## src/logic/datapathPkg.sv

```systemverilog
package datapathPkg;

    // Machine word and register file geometry
    localparam int DataWidth = 32;
    localparam int RegCount = 16;
    localparam int RegIndexWidth = 4;

    // Shift and rotate distance comes from the low bus bits
    localparam int ShiftWidth = $clog2(DataWidth);

    // Operation captured by a Z load
    typedef enum logic [3:0] {
        add,
        sub,
        neg,
        mul,
        andOp,
        orOp,
        notOp,
        shl,
        shr,
        shra,
        rol,
        ror
    } aluOpT;

    // Who drives the internal bus this cycle
    typedef enum logic [2:0] {
        srcNone,
        srcRegister,
        srcMdr,
        srcZLow,
        srcZHigh,
        srcImmediate
    } busSrcT;

endpackage

```

## src/logic/registerFile.sv

```systemverilog
`timescale 1ns/10ps
module registerFile (
    input  logic                                 Clock,
    input  logic                                 rst,
    input  logic [datapathPkg::RegIndexWidth-1:0] regIndex,
    input  logic                                 regWrite,
    input  logic [datapathPkg::DataWidth-1:0]     busIn,
    output logic [datapathPkg::DataWidth-1:0]     readData
);
    import datapathPkg::*;

    logic [DataWidth-1:0] regs [RegCount];

    // One index per cycle, shared by read and write
    always_ff @(posedge Clock) begin
        if (rst) begin
            for (int i = 0; i < RegCount; i++) begin
                regs[i] <= '0;
            end
        end else if (regWrite) begin
            regs[regIndex] <= busIn;
        end
    end

    // Combinational read of the selected register
    assign readData = regs[regIndex];

endmodule

```

## src/logic/busSelect.sv

```systemverilog
`timescale 1ns/10ps
module busSelect (
    input  logic                               Clock,
    input  logic                               rst,
    input  datapathPkg::busSrcT                busSource,
    input  logic [datapathPkg::DataWidth-1:0]   readData,
    input  logic [datapathPkg::DataWidth-1:0]   mdrValue,
    input  logic [2*datapathPkg::DataWidth-1:0] zValue,
    input  logic [datapathPkg::DataWidth-1:0]   immediate,
    input  logic                               yLoad,
    output logic [datapathPkg::DataWidth-1:0]   busValue,
    output logic [datapathPkg::DataWidth-1:0]   yValue
);
    import datapathPkg::*;

    // Single bus, one driver per cycle
    always_comb begin
        case (busSource)
            srcNone: begin
                busValue = '0;
            end
            srcRegister: begin
                busValue = readData;
            end
            srcMdr: begin
                busValue = mdrValue;
            end
            srcZLow: begin
                busValue = zValue[DataWidth-1:0];
            end
            srcZHigh: begin
                busValue = zValue[2*DataWidth-1:DataWidth];
            end
            srcImmediate: begin
                busValue = immediate;
            end
            default: begin
                busValue = '0;
            end
        endcase
    end

    // Y holds the first ALU operand
    always_ff @(posedge Clock) begin
        if (rst) begin
            yValue <= '0;
        end else if (yLoad) begin
            yValue <= busValue;
        end
    end

endmodule

```

## src/logic/arithmeticUnit.sv

```systemverilog
`timescale 1ns/10ps
module arithmeticUnit (
    input  datapathPkg::aluOpT                 aluOp,
    input  logic [datapathPkg::DataWidth-1:0]   yValue,
    input  logic [datapathPkg::DataWidth-1:0]   busValue,
    output logic [2*datapathPkg::DataWidth-1:0] arithResult
);
    import datapathPkg::*;

    logic [DataWidth-1:0]          sum;
    logic [DataWidth-1:0]          difference;
    logic [DataWidth-1:0]          negated;
    logic signed [2*DataWidth-1:0] product;

    assign sum = yValue + busValue;
    assign difference = yValue - busValue;
    assign negated = '0 - busValue;

    // Both operands sign extended to the full product width
    assign product = $signed(yValue) * $signed(busValue);

    always_comb begin
        case (aluOp)
            add: begin
                arithResult = {{DataWidth{1'b0}}, sum};
            end
            sub: begin
                arithResult = {{DataWidth{1'b0}}, difference};
            end
            neg: begin
                arithResult = {{DataWidth{1'b0}}, negated};
            end
            mul: begin
                arithResult = product;
            end
            default: begin
                // Logic class, result unused
                arithResult = '0;
            end
        endcase
    end

endmodule

```

## src/logic/logicUnit.sv

```systemverilog
`timescale 1ns/10ps
module logicUnit (
    input  datapathPkg::aluOpT               aluOp,
    input  logic [datapathPkg::DataWidth-1:0] yValue,
    input  logic [datapathPkg::DataWidth-1:0] busValue,
    output logic [datapathPkg::DataWidth-1:0] logicResult
);
    import datapathPkg::*;

    logic [ShiftWidth-1:0]  shiftAmount;
    logic [2*DataWidth-1:0] rolWide;
    logic [2*DataWidth-1:0] rorWide;

    // Distance taken from the low bus bits only
    assign shiftAmount = busValue[ShiftWidth-1:0];

    // Rotates via a doubled copy of Y
    assign rolWide = {yValue, yValue} << shiftAmount;
    assign rorWide = {yValue, yValue} >> shiftAmount;

    always_comb begin
        case (aluOp)
            andOp: begin
                logicResult = yValue & busValue;
            end
            orOp: begin
                logicResult = yValue | busValue;
            end
            notOp: begin
                logicResult = ~busValue;
            end
            shl: begin
                logicResult = yValue << shiftAmount;
            end
            shr: begin
                logicResult = yValue >> shiftAmount;
            end
            shra: begin
                // Sign bit fills from the left
                logicResult = $signed(yValue) >>> shiftAmount;
            end
            rol: begin
                logicResult = rolWide[2*DataWidth-1:DataWidth];
            end
            ror: begin
                logicResult = rorWide[DataWidth-1:0];
            end
            default: begin
                logicResult = '0;
            end
        endcase
    end

endmodule

```

## src/logic/resultRegister.sv

```systemverilog
`timescale 1ns/10ps
module resultRegister (
    input  logic                               Clock,
    input  logic                               rst,
    input  datapathPkg::aluOpT                 aluOp,
    input  logic                               zLoad,
    input  logic [2*datapathPkg::DataWidth-1:0] arithResult,
    input  logic [datapathPkg::DataWidth-1:0]   logicResult,
    output logic [2*datapathPkg::DataWidth-1:0] zValue
);
    import datapathPkg::*;

    logic arithClass;

    // Operation class decides which unit feeds Z
    always_comb begin
        case (aluOp)
            add, sub, neg, mul: begin
                arithClass = 1'b1;
            end
            default: begin
                arithClass = 1'b0;
            end
        endcase
    end

    always_ff @(posedge Clock) begin
        if (rst) begin
            zValue <= '0;
        end else if (zLoad) begin
            if (arithClass) begin
                zValue <= arithResult;
            end else begin
                // Logic results land in the low half
                zValue <= {{DataWidth{1'b0}}, logicResult};
            end
        end
    end

endmodule

```

## src/logic/memoryInterface.sv

```systemverilog
`timescale 1ns/10ps
module memoryInterface (
    input  logic                             Clock,
    input  logic                             rst,
    input  logic [datapathPkg::DataWidth-1:0] busValue,
    input  logic                             marLoad,
    input  logic                             mdrLoad,
    input  logic                             memRead,
    input  logic                             memWrite,
    output logic [datapathPkg::DataWidth-1:0] mdrValue,
    output logic                             memBusy,
    output logic                             memDone,
    output logic                             wbCyc,
    output logic                             wbStb,
    output logic                             wbWe,
    output logic [datapathPkg::DataWidth-1:0] wbAdr,
    output logic [datapathPkg::DataWidth-1:0] wbDatOut,
    input  logic [datapathPkg::DataWidth-1:0] wbDatIn,
    input  logic                             wbAck
);
    import datapathPkg::*;

    typedef enum logic {
        stIdle,
        stAccess
    } memStateT;

    memStateT             state;
    logic [DataWidth-1:0] mar;
    logic [DataWidth-1:0] mdr;
    logic                 ackSeen;

    assign ackSeen = (state == stAccess) && wbAck;

    // Bus cycle control, strobes while busy are dropped
    always_ff @(posedge Clock) begin
        if (rst) begin
            state <= stIdle;
            wbWe <= 1'b0;
            memDone <= 1'b0;
        end else begin
            memDone <= ackSeen;
            if (state == stIdle && (memRead || memWrite)) begin
                state <= stAccess;
                wbWe <= memWrite;
            end else if (ackSeen) begin
                state <= stIdle;
                wbWe <= 1'b0;
            end
        end
    end

    // MAR and MDR, a read return has priority over a bus load
    always_ff @(posedge Clock) begin
        if (rst) begin
            mar <= '0;
            mdr <= '0;
        end else begin
            if (marLoad) begin
                mar <= busValue;
            end
            if (ackSeen && !wbWe) begin
                mdr <= wbDatIn;
            end else if (mdrLoad) begin
                mdr <= busValue;
            end
        end
    end

    assign wbCyc = (state == stAccess);
    assign wbStb = (state == stAccess);
    assign memBusy = (state == stAccess);
    assign wbAdr = mar;
    assign wbDatOut = mdr;
    assign mdrValue = mdr;

endmodule

```

## src/logic/busDatapath.sv

```systemverilog
`timescale 1ns/10ps
module busDatapath (
    input  logic                                 Clock,
    input  logic                                 rst,
    input  datapathPkg::busSrcT                  busSource,
    input  logic [datapathPkg::RegIndexWidth-1:0] regIndex,
    input  logic [datapathPkg::DataWidth-1:0]     immediate,
    input  logic                                 regWrite,
    input  logic                                 yLoad,
    input  logic                                 zLoad,
    input  logic                                 marLoad,
    input  logic                                 mdrLoad,
    input  datapathPkg::aluOpT                   aluOp,
    input  logic                                 memRead,
    input  logic                                 memWrite,
    output logic [datapathPkg::DataWidth-1:0]     busValue,
    output logic                                 memBusy,
    output logic                                 memDone,
    output logic                                 wbCyc,
    output logic                                 wbStb,
    output logic                                 wbWe,
    output logic [datapathPkg::DataWidth-1:0]     wbAdr,
    output logic [datapathPkg::DataWidth-1:0]     wbDatOut,
    input  logic [datapathPkg::DataWidth-1:0]     wbDatIn,
    input  logic                                 wbAck
);
    import datapathPkg::*;

    logic [DataWidth-1:0]   readData;
    logic [DataWidth-1:0]   mdrValue;
    logic [DataWidth-1:0]   yValue;
    logic [2*DataWidth-1:0] zValue;
    logic [2*DataWidth-1:0] arithResult;
    logic [DataWidth-1:0]   logicResult;

    registerFile i_registerFile (
        .Clock    (Clock),
        .rst      (rst),
        .regIndex (regIndex),
        .regWrite (regWrite),
        .busIn    (busValue),
        .readData (readData)
    );

    busSelect i_busSelect (
        .Clock     (Clock),
        .rst       (rst),
        .busSource (busSource),
        .readData  (readData),
        .mdrValue  (mdrValue),
        .zValue    (zValue),
        .immediate (immediate),
        .yLoad     (yLoad),
        .busValue  (busValue),
        .yValue    (yValue)
    );

    // Both units see Y and the bus every cycle
    arithmeticUnit i_arithmeticUnit (
        .aluOp       (aluOp),
        .yValue      (yValue),
        .busValue    (busValue),
        .arithResult (arithResult)
    );

    logicUnit i_logicUnit (
        .aluOp       (aluOp),
        .yValue      (yValue),
        .busValue    (busValue),
        .logicResult (logicResult)
    );

    resultRegister i_resultRegister (
        .Clock       (Clock),
        .rst         (rst),
        .aluOp       (aluOp),
        .zLoad       (zLoad),
        .arithResult (arithResult),
        .logicResult (logicResult),
        .zValue      (zValue)
    );

    memoryInterface i_memoryInterface (
        .Clock    (Clock),
        .rst      (rst),
        .busValue (busValue),
        .marLoad  (marLoad),
        .mdrLoad  (mdrLoad),
        .memRead  (memRead),
        .memWrite (memWrite),
        .mdrValue (mdrValue),
        .memBusy  (memBusy),
        .memDone  (memDone),
        .wbCyc    (wbCyc),
        .wbStb    (wbStb),
        .wbWe     (wbWe),
        .wbAdr    (wbAdr),
        .wbDatOut (wbDatOut),
        .wbDatIn  (wbDatIn),
        .wbAck    (wbAck)
    );

endmodule

```

## config.mk

```make
export PLATFORM = sky130hd
export DESIGN_NAME = busDatapath
export DESIGN_NICKNAME = d
export VERILOG_FILES = /design/src/logic/datapathPkg.sv /design/src/logic/registerFile.sv /design/src/logic/busSelect.sv /design/src/logic/arithmeticUnit.sv /design/src/logic/logicUnit.sv /design/src/logic/resultRegister.sv /design/src/logic/memoryInterface.sv /design/src/logic/busDatapath.sv
export SDC_FILE = /design/constraint.sdc
export NUM_CORES = 2
export LEC_CHECK = 0
export BUFFER_PORTS_ARGS = -buffer_cell sky130_fd_sc_hd__clkbuf_2
export CELL_PAD_IN_SITES_DETAIL_PLACEMENT = 1
export CELL_PAD_IN_SITES_GLOBAL_PLACEMENT = 2
export CORE_MARGIN = 1
export CORE_UTILIZATION = 47
export DETAILED_ROUTE_END_ITERATION = 6
export PLACE_DENSITY_LB_ADDON = 0.1
export SLEW_MARGIN = 20
export SYNTH_ARGS = -nofsm -noshare
export SYNTH_HDL_FRONTEND = slang
export SYNTH_HIERARCHICAL = 1
export SYNTH_SLANG_ARGS = --single-unit
```

## constraint.sdc

```tcl
create_clock -name Clock -period 35 [get_ports Clock]
set_clock_uncertainty 0.15 [all_clocks]
set_input_delay 7 -clock Clock [delete_from_list [all_inputs] [get_ports Clock]]
set_output_delay 7 -clock Clock [all_outputs]
set_load 0.005 [all_outputs]
```

==> summary.txt <==
Yosys
  – Ys flop type: edfxtp_1
  – Cells after Synth: 7863
  – Syn Area/Cell: 10.1 um^2
  – Library cells used by synthesis: 106
  – Yosys reg bits: 675
  – Syn nets: 9279
  – Synth Cell Area: 79400 um^2
  – Share of the yosys chip area belonging to registers: 0.235
  – Leading area contributor after synthesis: fa_1
  – Warnings, synthesis: 6
  – Share of the synthesized area in the top cell type: 0.273
  – Async SR Flop Fraction: 0
  – Synth top area cells: fa_1 27%, edfxtp_1 19%, and2_1 8.0%
  – EDFF count, synth: 512

Global routing
  – Pin count of the biggest net entering global routing: 105
  – First-pass GRT wire length: 477000 um
  – Vias in the first global route: 66.5k
  – Grt total ovfl: 0
  – Initial antenna violation count: 27
  – Gr usage total: 0.390

Drt
  – Via/cell ratio: 6.26
  – Drt total wl: 331000 um
  – Drt wl/cell: 33.2 um
  – Drt first-iter violations: 6027
  – Remaining antenna violation count after routing: 0
  – 1st-pass router iterations: 7
  – DRC viols: 9
  – Vias: 62.3k

Timing
  – Fmax: 51.1 MHz
  – Max-slew headroom: 0.193
  – Total negative slack: 0 ps
  – Fin. max-slew vios: 0
  – RSZ-0062 raised after global routing: no
  – Final Critical Period: 19570 ps
  – Final setup vio count: 0
  – Worst hold-check slack: 322 ps
  – Period utilisation layout: 0.559
  – Final hold vios: 0
  – Worst-margin pin slew: 1210 ps

Power
  – Pwr Density: 56.6 nW/um^2
  – Sw Ratio: 0.498
  – Lkg Pwr: 36.7 nW
  – P_sw: 2.38 mW
  – Power Total: 4.78 mW
  – Sequential Power Share: 0.194
  – Power share of the combinational group: 0.637
  – Pint: 2.40 mW
  – VDD IR max: 55.7 uV
  – Clk pwr share: 0.170

Floorplanning
  – Num ports: 186
  – Core ar.: 167000 um^2
  – Die area: 171000 um^2
  – Chip Width: 413 um
  – Rows: 150
  – Die Height: 413 um
  – Initial Util: 0.474

Run
  – Max cap viols: 0

Setup path
  – Bufs and invs on worst path: 6
  – Critical Path AT: 20020 ps
  – Most used cell along the critical path: fa_1
  – Kind of critical path: in2reg
  – Crit-path max FO: 81
  – Worst path required time: 35440 ps
  – Crit path max-delay family: adder cells
  – Reg-to-reg startpoint: i_registerFile/regs[2][13]
  – Slowest-stage cell, CP: fa_1
  – Worst path max stage delay: 910 ps
  – Worst Setup SP: regIndex[1]
  – Worst setup EP type: register
  – Startpoint Class: input pin

Finish
  – Area of the multi-input gates: 54200 um^2
  – Layout cells sized above 1: 0.117
  – Final #Nets: 9099
  – Area grow syn2layout: 6.14%
  – Final Instance Count excl. Fillers: 9954
  – Filler Cell Count: 18.3k
  – Total area of sequential cells: 18700 um^2

Clock network
  – Num CTS Buffers: 72
  – Hold buffer count at cts: 0
  – Sink Count: 675
  – Clock Latency Late Sink: 680 ps
  – Clock buffer depth: 3
  – Resized Gates After CTS: 0
  – CTS tree: yes
  – CTS H-tree depth: 3
  – Root buffer cell: clkbuf_16
  – Clk pin slew, worst setup/hold paths: 60 ps
  – Post CTS Setup Buffer Count: 0

Placement
  – Cell count after placement: 9813
  – Post-DP HPWL: 239000 um
  – I/O Buffers: 185
  – Placer congestion estimate: 1.01

Hold path
  – Worst Hold Class: reg2reg
  – Hold path startpoint: i_resultRegister/zValue[35]

Outcome
  – Violated checks: DRC
  – Status: finished, violations left
-- path summary, 6_finish.rpt --
| check | to | slack (ps) | depth (start not counted) |
|---|---|---|---|
| worst min register to register | i_resultRegister/zValue[35] | 320 | 2 |
| worst max-delay path | i_resultRegister/zValue[62] | 15430 | 32 |
| worst min-delay path | i_resultRegister/zValue[35] | 320 | 2 |
| worst max register to register | i_resultRegister/zValue[62] | 22380 | 30 |
-- stage by stage --
stage	utilization	setup WS [ps]	instance area [um^2]
6_report	0.504	15430	84300
4_1_cts	0.503	15810	84300
3_3_place_gp	0.489	14920	81800
3_5_place_dp	0.489	15100	81900
2_1_floorplan	-	18560	79400
5_1_grt	0.503	15110	84300
-- power by group through the flow --
stage               Combinational [mW]  Clock (mW)  Sequential, mW
CTS                               2.99       0.818           0.923
global placement                  2.92           0           0.937
global route                      3.27       0.840           0.926
detailed placement                2.98           0           0.940
floorplan                         1.94           0           0.924
finish                            3.04       0.810           0.924
-- state kept, by name (all words and copies together) (netlist names) --
signal	count
i_memoryInterface/wbAdr	32
i_memoryInterface/memDone	1
i_memoryInterface/mdrValue	32
i_memoryInterface/wbWe	1
i_resultRegister/zValue	64
i_registerFile/regs	512
i_busSelect/yValue	32
i_memoryInterface/memBusy	1
-- logic make-up (layout without fill, tap and decap cells) --
group / after synthesis / in the layout / synth area share
buffers and inverters: 1642 / 1522 / 0.0849
multiplexers: 474 / 474 / 0.0923
AO/OA/AOI/OAI: 1060 / 1060 / 0.0928
other: 0 / 7 / 0
adder cells (fa/ha/maj): 1332 / 1332 / 0.312
AND/OR/NAND/NOR: 2564 / 2564 / 0.170
flip-flops: 675 / 675 / 0.235
XOR/XNOR: 116 / 116 / 0.0128
-- Yosys cell counts (18+ instances only) --
cell       count
inv_1       1017
and3_1        20
o211ai_1      37
xnor2_1       60
a31oi_1       25
fa_1        1084
o21a_1        25
or3b_1        32
a221oi_2      31
o221ai_1      18
buf_4         62
a211oi_1      27
a22oi_1       87
mux2_2        77
a221oi_1      22
nand3_1       60
nor2_1       374
clkbuf_1     435
xor2_1        56
or2_2         26
and2_1      1015
a211o_1       41
ha_1         247
nand4_1       22
a21o_1        67
o22ai_1       25
nand2_1      735
a21oi_1      246
buf_2         74
nand2b_1      77
edfxtp_1     512
mux2i_1      197
a311oi_1      72
nor3_1        44
o21ai_0      199
nor2b_1       50
nand4bb_1     25
mux4_2       188
dfxtp_1      163
-- layout by cell type, fill, tap and decap left out, drive strengths merged, types with 26 or more instances in the layout --
cell,instances
nor2,377
clkbuf,267
or2,26
inv,1021
nand2b,77
a21oi,247
or3b,33
edfxtp,512
o21ai,207
a221oi,53
a211oi,27
mux2,80
dfxtp,163
xor2,56
o211ai,37
clkinv,31
and2,1016
a22oi,87
nor2b,50
fa,1084
buf,191
a311oi,72
a211o,41
nor3,48
nand2,735
ha,247
nand3,60
mux4,194
mux2i,200
xnor2,60
a21o,67
-- worst min-delay path: cells and delay by family, from the launching register on --
family	cells	cell delay (ps)
simple gates	1	60
compound gates	1	50
flops	1	310
-- per-layer routing --
layer  vias to the layer above  track usage  share of wire
met1                     33078        0.502           0.39
li1                      25602            -              -
met4                        12        0.222          0.066
met5                         -            0        0.00024
met3                       752       0.0582          0.075
met2                      2900        0.628           0.46
-- area by class of cell --
cell class | count | share of cell area
timing repair buffer | 368 | 0.0279
tap | 2204 | 0.0327
antenna | 7 | 0.000208
inverter | 1020 | 0.0454
clock buffer | 90 | 0.0232
clock inverter | 44 | 0.00564
sequential | 675 | 0.222
multi-input combinational | 5546 | 0.643
(Power assumes the default switching activity.)
